===== config.mk =====
export PLATFORM = sky130hd
export DESIGN_NAME = rvCoreTop
export DESIGN_NICKNAME = d
export VERILOG_FILES = /design/src/rvIsaPkg.sv /design/src/coreCtrlPkg.sv /design/src/ctrlIf.sv /design/src/aluUnit.sv /design/src/coreFsm.sv /design/src/immGen.sv /design/src/instDecoder.sv /design/src/perfCounter.sv /design/src/regFile.sv /design/src/rvCoreTop.sv
export SDC_FILE = /design/constraint.sdc
export NUM_CORES = 2
export LEC_CHECK = 0
export ABC_AREA = 1
export BUFFER_PORTS_ARGS = -buffer_cell sky130_fd_sc_hd__buf_2
export CAP_MARGIN = 5
export CORE_MARGIN = 2
export CORE_UTILIZATION = 30
export DETAILED_ROUTE_END_ITERATION = 12
export MAX_ROUTING_LAYER = met4
export PLACE_DENSITY_LB_ADDON = 0.12
export SLEW_MARGIN = 5
export SYNTH_ARGS = -nofsm -noshare
export SYNTH_HDL_FRONTEND = slang
export SYNTH_SLANG_ARGS = --single-unit

===== constraint.sdc =====
create_clock -name clk -period 5.5 [get_ports clk]
set_input_delay 0.55 -clock clk [delete_from_list [all_inputs] [get_ports clk]]
set_output_delay 0.55 -clock clk [all_outputs]
set_load 0.1 [all_outputs]

===== src/rvIsaPkg.sv =====
package rvIsaPkg;

  typedef logic [31:0] word_t; // data and address word

  // major opcodes of the subset
  typedef enum logic [6:0] {
    opImm  = 7'b0010011, // addi, sltiu
    opReg  = 7'b0110011, // add, sub
    lui    = 7'b0110111,
    auipc  = 7'b0010111,
    jal    = 7'b1101111,
    jalr   = 7'b1100111,
    load   = 7'b0000011,
    store  = 7'b0100011,
    branch = 7'b1100011,
    system = 7'b1110011  // ebreak only
  } opcode_e;

  // immediate layout of each format
  typedef enum logic [2:0] {
    typeR, // no immediate
    typeI,
    typeS,
    typeB,
    typeU,
    typeJ
  } instType_e;

  localparam logic [2:0] f3Add    = 3'b000; // addi, add and sub
  localparam logic [2:0] f3Sltiu  = 3'b011;
  localparam logic [2:0] f3Word   = 3'b010; // lw / sw
  localparam logic [2:0] f3Jalr   = 3'b000;
  localparam logic [2:0] f3Ebreak = 3'b000;
  localparam logic [2:0] f3Beq    = 3'b000;
  localparam logic [2:0] f3Bne    = 3'b001;
  localparam logic [2:0] f3Blt    = 3'b100;
  localparam logic [2:0] f3Bge    = 3'b101;
  localparam logic [2:0] f3Bltu   = 3'b110;
  localparam logic [2:0] f3Bgeu   = 3'b111;
  localparam logic [6:0] f7Base   = 7'b0000000;
  localparam logic [6:0] f7Sub    = 7'b0100000; // sub when opReg

endpackage


===== src/coreCtrlPkg.sv =====
package coreCtrlPkg;

  // alu operations
  typedef enum logic [2:0] {
    add         = 3'd0,
    passB       = 3'd1, // lui
    addClearLsb = 3'd2, // jalr target
    sub         = 3'd3,
    setLtu      = 3'd4  // sltiu
  } aluOp_e;

  // write-back source, memData is the all-zero default
  typedef enum logic [1:0] {
    memData   = 2'b00,
    aluResult = 2'b01,
    pcPlus4   = 2'b10
  } wbSel_e;

  // one-hot style so lookups can be ored together
  typedef enum logic [1:0] {
    idle  = 2'b00,
    read  = 2'b10,
    write = 2'b01
  } memCmd_e;

  typedef enum logic [2:0] {
    fetch,
    decode,
    execute,
    memory,    // lw / sw only
    writeBack,
    halt       // sticky until reset
  } state_e;

  localparam rvIsaPkg::word_t resetPc = 32'h0000_0000;
  localparam int countWidth = 32;

endpackage


===== src/ctrlIf.sv =====
`timescale 1ns/10ps

interface ctrlIf;
  logic                 regWrite;
  coreCtrlPkg::memCmd_e memCmd;
  logic                 pcSel;    // jump or taken branch
  logic                 aluASel;  // high picks pc over rs1
  logic                 aluBSel;  // high picks imm over rs2
  coreCtrlPkg::wbSel_e  wbSel;
  coreCtrlPkg::aluOp_e  aluOp;
  logic                 brUn;     // unsigned compare for bltu / bgeu
  logic                 ebreak;
  rvIsaPkg::instType_e  instType;

  modport decode (output regWrite, memCmd, pcSel, aluASel, aluBSel, wbSel, aluOp,
                  brUn, ebreak, instType);
  // sequencer only cares about memory phase and halt
  modport seq (input memCmd, ebreak);
  modport path (input regWrite, pcSel, aluASel, aluBSel, wbSel, aluOp, brUn, instType);

endinterface


===== src/aluUnit.sv =====
`timescale 1ns/10ps

module aluUnit (
  input  rvIsaPkg::word_t     a,
  input  rvIsaPkg::word_t     b,
  input  coreCtrlPkg::aluOp_e aluOp,
  input  logic                brUn,
  output rvIsaPkg::word_t     result,
  output logic                brEq,
  output logic                brLt
);

  rvIsaPkg::word_t sum;

  assign sum = a + b; // shared by add and jalr

  always_comb begin
    case (aluOp)
      coreCtrlPkg::add:         result = sum;
      coreCtrlPkg::passB:       result = b;
      coreCtrlPkg::addClearLsb: result = {sum[31:1], 1'b0};
      coreCtrlPkg::sub:         result = a - b;
      coreCtrlPkg::setLtu:      result = {31'd0, a < b};
      default:                  result = sum;
    endcase
  end

  // comparator side
  assign brEq = (a == b);
  assign brLt = brUn ? (a < b) : ($signed(a) < $signed(b));

endmodule


===== src/coreFsm.sv =====
`timescale 1ns/10ps

module coreFsm (
  input  logic                clk,
  input  logic                arstN,
  ctrlIf.seq                  ctrl,
  output logic                irLoad,
  output logic                opLoad,
  output logic                exLoad,
  output logic                memLoad,
  output logic                dmemWe,
  output logic                retire,
  output logic                halted,
  output coreCtrlPkg::state_e state
);

  coreCtrlPkg::state_e nextState;

  always_ff @(posedge clk or negedge arstN) begin
    if (!arstN)
      state <= coreCtrlPkg::fetch;
    else
      state <= nextState;
  end

  always_comb begin
    nextState = state;
    case (state)
      coreCtrlPkg::fetch:     nextState = coreCtrlPkg::decode;
      coreCtrlPkg::decode:    nextState = coreCtrlPkg::execute;
      coreCtrlPkg::execute: begin
        if (ctrl.ebreak)
          nextState = coreCtrlPkg::halt; // no write-back, no retire
        else if (ctrl.memCmd != coreCtrlPkg::idle)
          nextState = coreCtrlPkg::memory;
        else
          nextState = coreCtrlPkg::writeBack;
      end
      coreCtrlPkg::memory:    nextState = coreCtrlPkg::writeBack;
      coreCtrlPkg::writeBack: nextState = coreCtrlPkg::fetch;
      default:                nextState = coreCtrlPkg::halt;
    endcase
  end

  // phase enables straight from state
  assign irLoad  = (state == coreCtrlPkg::fetch);
  assign opLoad  = (state == coreCtrlPkg::decode);
  assign exLoad  = (state == coreCtrlPkg::execute);
  assign memLoad = (state == coreCtrlPkg::memory) && (ctrl.memCmd == coreCtrlPkg::read);
  assign dmemWe  = (state == coreCtrlPkg::memory) && (ctrl.memCmd == coreCtrlPkg::write);
  assign retire  = (state == coreCtrlPkg::writeBack);
  assign halted  = (state == coreCtrlPkg::halt);

  weOnePulse: assert property (@(posedge clk) disable iff (!arstN) dmemWe |=> !dmemWe)
    else $error("coreFsm store strobe longer than one cycle");
  retireOnePulse: assert property (@(posedge clk) disable iff (!arstN) retire |=> !retire)
    else $error("coreFsm retire longer than one cycle");
  haltSticky: assert property (@(posedge clk) disable iff (!arstN) halted |=> halted)
    else $error("coreFsm left halt without reset");

endmodule


===== src/immGen.sv =====
`timescale 1ns/10ps

module immGen (
  input  rvIsaPkg::word_t     inst,
  input  rvIsaPkg::instType_e instType,
  output rvIsaPkg::word_t     imm
);

  // sign bit is always inst[31]
  always_comb begin
    case (instType)
      rvIsaPkg::typeI: imm = {{20{inst[31]}}, inst[31:20]};
      rvIsaPkg::typeS: imm = {{20{inst[31]}}, inst[31:25], inst[11:7]};
      rvIsaPkg::typeB: imm = {{19{inst[31]}}, inst[31], inst[7], inst[30:25],
                              inst[11:8], 1'b0}; // halfword offset
      rvIsaPkg::typeU: imm = {inst[31:12], 12'b0};
      rvIsaPkg::typeJ: imm = {{11{inst[31]}}, inst[31], inst[19:12], inst[20],
                              inst[30:21], 1'b0};
      default:         imm = '0; // R format
    endcase
  end

endmodule


===== src/instDecoder.sv =====
`timescale 1ns/10ps

module instDecoder (
  input  rvIsaPkg::word_t inst,
  input  logic            brEq,
  input  logic            brLt,
  ctrlIf.decode           ctrl
);

  typedef struct packed {
    logic                 regWrite;
    coreCtrlPkg::memCmd_e memCmd;
    logic                 ebreak;
    logic                 pcSel;   // jumps, branches folded in later
    logic                 aluASel;
    logic                 aluBSel;
    coreCtrlPkg::wbSel_e  wbSel;
    coreCtrlPkg::aluOp_e  aluOp;
  } ctrlWord_t;

  rvIsaPkg::opcode_e opcode;
  logic [2:0]        funct3;
  logic [6:0]        funct7;
  ctrlWord_t         opWord;  // keyed on opcode
  ctrlWord_t         f3Word;  // keyed on opcode + funct3
  ctrlWord_t         f7Word;  // keyed on opcode + funct3 + funct7
  ctrlWord_t         word;
  logic              brTaken;

  assign opcode = rvIsaPkg::opcode_e'(inst[6:0]);
  assign funct3 = inst[14:12];
  assign funct7 = inst[31:25];

  always_comb begin
    opWord = '0;
    case (opcode)
      rvIsaPkg::auipc: opWord = '{1'b1, coreCtrlPkg::idle, 1'b0, 1'b0, 1'b1, 1'b1,
                                  coreCtrlPkg::aluResult, coreCtrlPkg::add};
      rvIsaPkg::lui:   opWord = '{1'b1, coreCtrlPkg::idle, 1'b0, 1'b0, 1'b0, 1'b1,
                                  coreCtrlPkg::aluResult, coreCtrlPkg::passB};
      rvIsaPkg::jal:   opWord = '{1'b1, coreCtrlPkg::idle, 1'b0, 1'b1, 1'b1, 1'b1,
                                  coreCtrlPkg::pcPlus4, coreCtrlPkg::add}; // pc + imm
      default:         opWord = '0;
    endcase
  end

  always_comb begin
    f3Word = '0;
    case ({opcode, funct3})
      {rvIsaPkg::opImm, rvIsaPkg::f3Add}:
        f3Word = '{1'b1, coreCtrlPkg::idle, 1'b0, 1'b0, 1'b0, 1'b1,
                   coreCtrlPkg::aluResult, coreCtrlPkg::add};
      {rvIsaPkg::opImm, rvIsaPkg::f3Sltiu}:
        f3Word = '{1'b1, coreCtrlPkg::idle, 1'b0, 1'b0, 1'b0, 1'b1,
                   coreCtrlPkg::aluResult, coreCtrlPkg::setLtu};
      {rvIsaPkg::jalr, rvIsaPkg::f3Jalr}: // rs1 + imm, lsb dropped
        f3Word = '{1'b1, coreCtrlPkg::idle, 1'b0, 1'b1, 1'b0, 1'b1,
                   coreCtrlPkg::pcPlus4, coreCtrlPkg::addClearLsb};
      {rvIsaPkg::load, rvIsaPkg::f3Word}:
        f3Word = '{1'b1, coreCtrlPkg::read, 1'b0, 1'b0, 1'b0, 1'b1,
                   coreCtrlPkg::memData, coreCtrlPkg::add};
      {rvIsaPkg::store, rvIsaPkg::f3Word}:
        f3Word = '{1'b0, coreCtrlPkg::write, 1'b0, 1'b0, 1'b0, 1'b1,
                   coreCtrlPkg::memData, coreCtrlPkg::add};
      {rvIsaPkg::system, rvIsaPkg::f3Ebreak}:
        f3Word = '{1'b0, coreCtrlPkg::idle, 1'b1, 1'b0, 1'b0, 1'b0,
                   coreCtrlPkg::memData, coreCtrlPkg::add};
      {rvIsaPkg::branch, rvIsaPkg::f3Beq}, {rvIsaPkg::branch, rvIsaPkg::f3Bne},
      {rvIsaPkg::branch, rvIsaPkg::f3Blt}, {rvIsaPkg::branch, rvIsaPkg::f3Bge},
      {rvIsaPkg::branch, rvIsaPkg::f3Bltu}, {rvIsaPkg::branch, rvIsaPkg::f3Bgeu}:
        f3Word = '{1'b0, coreCtrlPkg::idle, 1'b0, 1'b0, 1'b1, 1'b1,
                   coreCtrlPkg::memData, coreCtrlPkg::add}; // target pc + imm
      default: f3Word = '0;
    endcase
  end

  always_comb begin
    f7Word = '0;
    case ({opcode, funct3, funct7})
      {rvIsaPkg::opReg, rvIsaPkg::f3Add, rvIsaPkg::f7Base}:
        f7Word = '{1'b1, coreCtrlPkg::idle, 1'b0, 1'b0, 1'b0, 1'b0,
                   coreCtrlPkg::aluResult, coreCtrlPkg::add};
      {rvIsaPkg::opReg, rvIsaPkg::f3Add, rvIsaPkg::f7Sub}:
        f7Word = '{1'b1, coreCtrlPkg::idle, 1'b0, 1'b0, 1'b0, 1'b0,
                   coreCtrlPkg::aluResult, coreCtrlPkg::sub};
      default: f7Word = '0;
    endcase
  end

  // branch condition from the comparator flags
  always_comb begin
    brTaken = 1'b0;
    case ({opcode, funct3})
      {rvIsaPkg::branch, rvIsaPkg::f3Beq}:  brTaken = brEq;
      {rvIsaPkg::branch, rvIsaPkg::f3Bne}:  brTaken = !brEq;
      {rvIsaPkg::branch, rvIsaPkg::f3Blt},
      {rvIsaPkg::branch, rvIsaPkg::f3Bltu}: brTaken = brLt; // brUn sets the compare
      {rvIsaPkg::branch, rvIsaPkg::f3Bge},
      {rvIsaPkg::branch, rvIsaPkg::f3Bgeu}: brTaken = !brLt;
      default:                              brTaken = 1'b0;
    endcase
  end

  // tables never overlap, so or-ing them is a plain merge
  assign word = ctrlWord_t'(opWord | f3Word | f7Word);

  assign ctrl.regWrite = word.regWrite;
  assign ctrl.memCmd   = word.memCmd;
  assign ctrl.ebreak   = word.ebreak;
  assign ctrl.pcSel    = word.pcSel | brTaken;
  assign ctrl.aluASel  = word.aluASel;
  assign ctrl.aluBSel  = word.aluBSel;
  assign ctrl.wbSel    = word.wbSel;
  assign ctrl.aluOp    = word.aluOp;
  assign ctrl.brUn     = (opcode == rvIsaPkg::branch) &&
                         (funct3 == rvIsaPkg::f3Bltu || funct3 == rvIsaPkg::f3Bgeu);

  always_comb begin
    case (opcode)
      rvIsaPkg::lui, rvIsaPkg::auipc:                  ctrl.instType = rvIsaPkg::typeU;
      rvIsaPkg::jal:                                   ctrl.instType = rvIsaPkg::typeJ;
      rvIsaPkg::jalr, rvIsaPkg::load, rvIsaPkg::opImm: ctrl.instType = rvIsaPkg::typeI;
      rvIsaPkg::store:                                 ctrl.instType = rvIsaPkg::typeS;
      rvIsaPkg::branch:                                ctrl.instType = rvIsaPkg::typeB;
      default:                                         ctrl.instType = rvIsaPkg::typeR;
    endcase
  end

  // merged lookups must not mix read with write or ebreak with a write-back
  always_comb begin
    assert final (word.memCmd != 2'b11 && !(word.ebreak && word.regWrite))
      else $error("instDecoder overlapping lookup entries for %h", inst);
  end

endmodule


===== src/perfCounter.sv =====
`timescale 1ns/10ps

module perfCounter (
  input  logic                                clk,
  input  logic                                arstN,
  input  logic                                halted,
  input  logic                                retire,
  output logic [coreCtrlPkg::countWidth-1:0]  cycleCount,
  output logic [coreCtrlPkg::countWidth-1:0]  instretCount
);

  always_ff @(posedge clk or negedge arstN) begin
    if (!arstN) begin
      cycleCount   <= '0;
      instretCount <= '0;
    end else begin
      if (!halted)
        cycleCount <= cycleCount + 1'b1; // frozen once halted
      if (retire)
        instretCount <= instretCount + 1'b1;
    end
  end

endmodule


===== src/regFile.sv =====
`timescale 1ns/10ps

module regFile (
  input  logic            clk,
  input  logic            arstN,
  input  logic [4:0]      rs1,
  input  logic [4:0]      rs2,
  input  logic [4:0]      rd,
  input  rvIsaPkg::word_t wrData,
  input  logic            wrEn,
  output rvIsaPkg::word_t rd1,
  output rvIsaPkg::word_t rd2
);

  rvIsaPkg::word_t regs [32];

  always_ff @(posedge clk or negedge arstN) begin
    if (!arstN) begin
      for (int i = 0; i < 32; i++)
        regs[i] <= '0;
    end else if (wrEn && rd != 5'd0) begin // x0 stays zero
      regs[rd] <= wrData;
    end
  end

  // combinational reads
  assign rd1 = regs[rs1];
  assign rd2 = regs[rs2];

  x0Zero: assert property (@(posedge clk) disable iff (!arstN) (rs1 == 5'd0) |-> rd1 == '0)
    else $error("regFile x0 read back nonzero");

endmodule


===== src/rvCoreTop.sv =====
`timescale 1ns/10ps

module rvCoreTop (
  input  logic                               clk,
  input  logic                               arstN,
  output rvIsaPkg::word_t                    imemAddr,
  input  rvIsaPkg::word_t                    imemData,
  output rvIsaPkg::word_t                    dmemAddr,
  output rvIsaPkg::word_t                    dmemWData,
  output logic                               dmemWe,
  input  rvIsaPkg::word_t                    dmemRData,
  output logic                               retire,
  output logic                               halted,
  output logic [coreCtrlPkg::countWidth-1:0] cycleCount,
  output logic [coreCtrlPkg::countWidth-1:0] instretCount
);

  rvIsaPkg::word_t     pc;
  rvIsaPkg::word_t     ir;
  rvIsaPkg::word_t     rs1Val;  // operand regs, loaded in decode
  rvIsaPkg::word_t     rs2Val;
  rvIsaPkg::word_t     immVal;
  rvIsaPkg::word_t     aluReg;  // loaded in execute
  rvIsaPkg::word_t     loadReg;
  logic                takeReg; // registered pcSel
  rvIsaPkg::word_t     rd1;
  rvIsaPkg::word_t     rd2;
  rvIsaPkg::word_t     imm;
  rvIsaPkg::word_t     aluA;
  rvIsaPkg::word_t     aluB;
  rvIsaPkg::word_t     aluOut;
  rvIsaPkg::word_t     wbData;
  rvIsaPkg::word_t     pcPlus4;
  logic                brEq;
  logic                brLt;
  logic                irLoad;
  logic                opLoad;
  logic                exLoad;
  logic                memLoad;
  logic                rfWe;
  coreCtrlPkg::state_e fsmState;

  ctrlIf ctrl ();

  instDecoder uDecoder (.inst(ir), .brEq(brEq), .brLt(brLt), .ctrl(ctrl));
  immGen uImm (.inst(ir), .instType(ctrl.instType), .imm(imm));

  // main alu, comparator flags unused here
  aluUnit uAlu (.a(aluA), .b(aluB), .aluOp(ctrl.aluOp), .brUn(ctrl.brUn),
                .result(aluOut), .brEq(), .brLt());
  // branch comparator on rs1 / rs2 while the alu forms the target
  aluUnit uCmp (.a(rs1Val), .b(rs2Val), .aluOp(ctrl.aluOp), .brUn(ctrl.brUn),
                .result(), .brEq(brEq), .brLt(brLt));

  regFile uRegs (.clk(clk), .arstN(arstN), .rs1(ir[19:15]), .rs2(ir[24:20]), .rd(ir[11:7]),
                 .wrData(wbData), .wrEn(rfWe), .rd1(rd1), .rd2(rd2));

  coreFsm uFsm (.clk(clk), .arstN(arstN), .ctrl(ctrl), .irLoad(irLoad), .opLoad(opLoad),
                .exLoad(exLoad), .memLoad(memLoad), .dmemWe(dmemWe), .retire(retire),
                .halted(halted), .state(fsmState));

  perfCounter uPerf (.clk(clk), .arstN(arstN), .halted(halted), .retire(retire),
                     .cycleCount(cycleCount), .instretCount(instretCount));

  assign pcPlus4 = pc + 32'd4;
  assign aluA    = ctrl.aluASel ? pc : rs1Val;
  assign aluB    = ctrl.aluBSel ? immVal : rs2Val;
  assign rfWe    = (fsmState == coreCtrlPkg::writeBack) && ctrl.regWrite;

  always_comb begin
    case (ctrl.wbSel)
      coreCtrlPkg::memData:   wbData = loadReg;
      coreCtrlPkg::aluResult: wbData = aluReg;
      coreCtrlPkg::pcPlus4:   wbData = pcPlus4; // link value
      default:                wbData = '0;
    endcase
  end

  always_ff @(posedge clk or negedge arstN) begin
    if (!arstN) begin
      pc      <= coreCtrlPkg::resetPc;
      ir      <= '0; // decodes as unknown, all controls off
      takeReg <= 1'b0;
    end else begin
      if (irLoad)
        ir <= imemData;
      if (exLoad)
        takeReg <= ctrl.pcSel;
      if (retire)
        pc <= takeReg ? aluReg : pcPlus4; // jump / taken branch target from alu
    end
  end

  always_ff @(posedge clk) begin
    if (opLoad) begin
      rs1Val <= rd1;
      rs2Val <= rd2;
      immVal <= imm;
    end
    if (exLoad)
      aluReg <= aluOut;
    if (memLoad)
      loadReg <= dmemRData;
  end

  assign imemAddr  = pc;
  assign dmemAddr  = aluReg; // word access only
  assign dmemWData = rs2Val;

endmodule


After elaboration in Yosys (flattened, before gate mapping)
Cells that the tools add are included.
W data, S select, Z words.
- muxes and demuxes: 24
- bitwise gates (word level): 6
- divide/modulo/power cells: 0
- equal/unequal tests: 43
- order comparisons: 7
- reduce and logical (&&, ||, !) cells: 18
- shifts and indexed selects: 0
- add/subtract/negate cells: 5
- $mul: 0
- operator list (operator ; number):
    $bwmux W1024 ; 1
    $bmux W32 S5 ; 2
    $mux W32 ; 8
    $demux W32 S5 ; 1
    $pmux W32 S5 ; 1
    $pmux W32 S4 ; 1
    $lt A32 B32 Y1 ; 3
    $pmux W32 S3 ; 1
    $pmux W12 S7 ; 1
    $eq A10 B10 Y1 const B ; 8
    $add A32 B1 Y32 const B ; 2
    $pmux W12 S3 ; 1
    $eq A17 B16 Y1 const B ; 2
    $add A32 B3 Y32 const B ; 1
    $add A32 B32 Y32 ; 1
    $eq A32 B32 Y1 ; 1
    $sub A32 B32 Y32 ; 1
    $pmux W3 S5 ; 2
    $or A12 B12 Y12 ; 2
    $pmux W12 S2 ; 1
    $eq A3 B3 Y1 const B ; 7
    $eq A7 B7 Y1 const B ; 3
    $eq A10 B8 Y1 const B ; 2
    $eq A3 B2 Y1 const B ; 6
    25 further kinds ; 44
- bits in latches: 0
- output and inout port bits: 163
- memory bits (writable): 0
- ROM bits: 0
- word-level logic and storage cells: 146
- bits in registers: 1316
- memories: 0

Depth between registers and ports, before layout
- word-level depth: 9
- mapped depth: 30

By module
A second synthesis with hierarchy kept.
- cells, all modules: 11996
- area, all modules: 82122.5 µm²
- modules (own cells, without submodules) (module ; cells each ; instances ; seq. area each (µm²) ; area an instance (µm²)):
    regFile ; 8270 ; 1 ; 25624.6 ; 56110.1
    aluUnit ; 1134 ; 2 ; 0.0 ; 5914.4
    rvCoreTop ; 796 ; 1 ; 6431.2 ; 9584.2
    perfCounter ; 445 ; 1 ; 1601.5 ; 3459.6
    instDecoder ; 91 ; 1 ; 0.0 ; 462.9
    immGen ; 92 ; 1 ; 0.0 ; 455.4
    coreFsm ; 34 ; 1 ; 75.1 ; 221.5

Least setup slack after synthesis
No wires, ideal clock.
- kind: reg-to-reg
- start point: register uFsm.state[1]
- end point: register rs2Val[0] (netlist: dmemWData[0]) (enable)
- stages on the path, launching flop included: 4
- setup slack: 0.339 ns
- data required time: 4.949 ns
- setup time: 0.551 ns
- period minus slack after synthesis: 5.161 ns
- arrival: 4.610 ns
- path through: dfrtp_1 inv_1 nand2_1 nor2_1
- word-level cells in the longest chain between the ends: 1
- ends and longest elaborated chain (element ; line ; RTL):
    from (decl) ; coreFsm.sv:14 ; output coreCtrlPkg::state_e state
    from (signal assigned) ; coreFsm.sv:21 ; state <= coreCtrlPkg::fetch;
    from (signal assigned) ; coreFsm.sv:23 ; state <= nextState;
    $eq A3 B1 Y1 ; coreFsm.sv:47 ; assign opLoad = (state == coreCtrlPkg::decode);
    to (signal assigned) ; rvCoreTop.sv:97 ; rs2Val <= rd2;
    to (decl) ; rvCoreTop.sv:21 ; rvIsaPkg::word_t rs2Val;
Every way passes these cells.
A chain may end at the register's enable or synchronous reset.

Final worst setup path
- start point: register ir[4]
- end point: register aluReg[30] (netlist: dmemAddr[30]) (data pin)
- word-level cells in the longest chain between the ends: 8
- elaborated cells between the ends (all ways): 32
- classes of those cells: add/sub: 2; eq/ne: 21; mux: 6; bitwise: 2; reduce/logical: 1
- ends and longest elaborated chain (element ; line ; RTL):
    from (decl) ; rvCoreTop.sv:19 ; rvIsaPkg::word_t ir;
    from (signal assigned) ; rvCoreTop.sv:86 ; ir <= imemData;
    $eq A10 B10 Y1 ; instDecoder.sv:49 ; case ({opcode, funct3})
    $reduce_or A6 Y1 ; instDecoder.sv:49 ;
    $pmux W12 S7 ; instDecoder.sv:49 ;
    $or A12 B12 Y12 ; instDecoder.sv:105 ; assign word = ctrlWord_t'(opWord | f3Word | f7Word);
    $or A12 B12 Y12 * ; instDecoder.sv:105 ;
    $mux W32 (on tied branches) ; rvCoreTop.sv:66, rvCoreTop.sv:67 ;
    $add A32 B32 Y32 / $sub A32 B32 Y32 (equally long branches) ; aluUnit.sv:15, aluUnit.sv:22 ;
    $pmux W32 S4 * ; aluUnit.sv:18 ; case (aluOp)
    named net aluOut[30] ; rvCoreTop.sv:31 ; rvIsaPkg::word_t aluOut;
    to (signal assigned) ; rvCoreTop.sv:101 ; aluReg <= aluOut;
    to (decl) ; rvCoreTop.sv:23 ; rvIsaPkg::word_t aluReg;
Mark *: on every way through the listed nets, which the timed path passes. The rest lies on a longest branch.

==> impl_metrics.csv <==
group,metric,value,unit
yosys,synth_top_cell_by_area,"dfrtp_1",
worst_hold_path,holdCritPathClass,"primary input to flop",
yosys,ys_top_cells_by_area,"dfrtp_1, o21ai_0, nand2_1",
yosys,ys_seq_elements,1316,
yosys,ys_seq_area_frac,0.460,
critical_path,end_kind,"flop",
clock_network,clock_latency,0.87,ns
floorplanning,design.core.area,243000,um^2
critical_path,worstSetupStartpointType,"flop",
critical_path,required,6.09,ns
clock_network,cts.sinks,1316,
yosys,synth_fp_nets,9585,
clock_network,ctsHtreeMaxLevel,4,
grt,grt_usage,0.286,
timing,tightest_slew,1.25,ns
yosys,synth_top_area_frac,0.394,
critical_path,critPathMaxStageDelay,0.68,ns
critical_path,crit_chain,"inv_2 > nand2_1 > nor2_1 > nand3_1 > nand2_1 > nor2_1 > nand3_2 > clkinv_1 > buf_12 > o21ai_0 > ha_1 > a21o_1 > a31oi_1 > nor2_1 > a2111oi_0 > nand3_1 > nand3_1 > nand4_1",
drt,ant_nets,0,
timing,final_hold_viol_count,0,
critical_path,crit_buf_inv,3,
yosys,netlist_area,73400,um^2
placement,port-buffer-count,228,
grt,gr-total-overflow,0,
timing,drv_slew,0,
placement,dpl.hpwl,228000,um
critical_path,path_delay_family,"compound AO/OA/AOI/OAI gates",
cells_and_area,fin_nets,9455,
critical_path,cp.arrival,5.56,ns
yosys,async_flop_share,0.878,
critical_path,path_class,"flop to flop",
yosys,yosys_warnings,0,
grt,grt_max_degree,135,
yosys,synth_edf_count,160,
floorplanning,die_y,499,um
timing,rsz0062_at_grt,"false",
timing,period_needed,4.98,ns
timing,fmax,201,MHz
grt,grt_pass1_vias,68504,
flow_run,cap_violations,0,
drt,drt_iter0_markers,8368,
grt,antenna_found_initial,23,
drt,drc,0,
placement,globalplace.congestion,0.961,
floorplanning,io_pins,229,
clock_network,clock_path_buffers,3,
timing,finalCritPeriodShare,0.905,
critical_path,slowest_stage,"a2111oi_0",
clock_network,cts_buffers,165,
clock_network,post_cts_buffers,0,
power,p_total,0.0542,W
floorplanning,die_area,249000,um^2
yosys,ys.flop_type,"dfrtp_1",
cells_and_area,drive_gt1_frac,0.0975,
run_status,status,"completed",
cells_and_area,multiInputGateArea,34600,um^2
floorplanning,die_x,499,um
yosys,yosysMostFrequentCell,"nand2_1",
cells_and_area,fillers,25428,
yosys,synth_cells,9421,
yosys,synth_cell_types,66,
cells_and_area,final-seq-area,33800,um^2
clock_network,cts_tree,"yes",
yosys,avgSynthCellArea,7.79,um^2
power,vdd_drop_max,558,uV
drt,routed_wl,355000,um
clock_network,cts.clk_slew.worst_paths,0.06,ns
power,p_leak,35.9,nW
drt,drt_pass1_iterations,8,
drt,via_per_inst,5.66,
clock_network,cts-root-buf,"clkbuf_16",
power,power_density,646,nW/um^2
timing,finalSetupTns,0,ns
cells_and_area,area_growth,14.2,%
timing,finalSetupViolCount,0,
timing,skew,0.0574,ns
grt,grt_first_pass_wirelength,510000,um
floorplanning,initial_core_util,0.302,
yosys,synthTopCellsByCount,"nand2_1, o21ai_0, nor2_1",
drt,vias,71634,
critical_path,path_max_fanout,59,
floorplanning,rows,181,
timing,slew_headroom,0.164,
drt,post_drt_wl_per_cell,28.0,um
[state kept, by name (all words and copies together) (netlist names)]
| name | count |
|---|---|
| rs1Val | 32 |
| uFsm.state | 3 |
| uPerf.cycleCount | 32 |
| immVal | 32 |
| dmemWData | 32 |
| uRegs.regs | 1024 |
| takeReg | 1 |
| dmemAddr | 32 |
| loadReg | 32 |
| uPerf.instretCount | 32 |
| ir | 32 |
| imemAddr | 32 |
[tightest hold or removal path, cell delays in order]
cell,delay (ns)
buf_2,0.09
nor2_1,0.08
a21oi_1,0.17
[what timing repair did]
| action | 4_1_cts | 5_1_grt |
|---|---|---|
| gates resized for setup | 0 | 0 |
| endpoints found under the hold margin | 137 | 0 |
| hold buffers | 58 | 0 |
[cells in the final DEF (no fill, tap or decap), types with 35 or more instances in the layout]
cell	count
buf_4	169
clkbuf_16	166
o21ai_1	332
a32oi_1	55
inv_1	452
nor2_1	1175
o221ai_1	317
buf_12	61
o21ai_0	1629
o22ai_1	95
nor3_1	40
xor2_1	65
dlygate4sd3_1	58
nand4_1	40
ha_1	98
clkbuf_1	62
o211ai_1	124
or2_2	35
a21oi_1	375
nand2_1	1794
buf_2	227
dfrtp_1	1147
edfxtp_1	160
a31oi_1	78
nand3_1	284
[area by class of cell]
type                            count  area share
Timing Repair Buffer              515      0.0502
Tap cell                         3202      0.0478
Clock buffer                      257      0.0571
Multi-Input combinational cell   6791       0.413
Inverter                          502      0.0232
Sequential cell                  1316       0.403
Clock inverter                     44     0.00572
Antenna cell                       26    0.000776
[per-layer routing]
metal / part of all wire / GRT usage / up-vias
li1: - / - / 32131
met1: 0.46 / 0.401 / 35542
met2: 0.44 / 0.429 / 3410
met3: 0.074 / 0.0399 / 551
met4: 0.029 / 0.0865 / 0
met5: 0 / - / -
[cells by family after synthesis]
group | Yosys count | synth area share
DFF | 1316 | 0.460
and+or+nand+nor | 3475 | 0.194
AOI/OAI and AO/OA | 3113 | 0.244
buffers and inverters | 1314 | 0.0726
adders and majority gates | 98 | 0.0167
muxes | 24 | 0.00368
xor gates and xnor gates | 81 | 0.00966
[power by group]
group,leakage [nW],internal (W),switching [W],total [W]
Sequential,17.5,0.0114,0.00185,0.0132
Clock,2.55,0.00607,0.00478,0.0109
Combinational,15.9,0.00752,0.0226,0.0301
[stage by stage]
stage	util	hold WS, ns	setup slack (ns)	instance area, um^2	cells
after floorplan	-	0.254	0.339	73400	9421
after global placement	0.320	0.387	0.730	77900	12268
after detailed placement	0.320	0.389	0.610	77900	12268
after CTS	0.344	0.0304	0.565	83800	12627
after global routing	0.345	0.0695	0.278	83800	12651
final	0.345	0.0847	0.524	83800	12653
[final timing paths]
check,from,endpoint,slack [ns],cells after the start
min in group asynchronous,arstN,uRegs.regs[747],0.28,2
worst max register to register,ir[4],dmemAddr[30],0.52,18
max in group asynchronous,arstN,uRegs.regs[312],3.70,3
worst min-delay path,imemData[20],ir[20],0.08,3
worst min register to register,uRegs.regs[992],uRegs.regs[992],0.40,0
worst max-delay path,ir[4],dmemAddr[30],0.52,18
(Power assumes the default switching activity.)
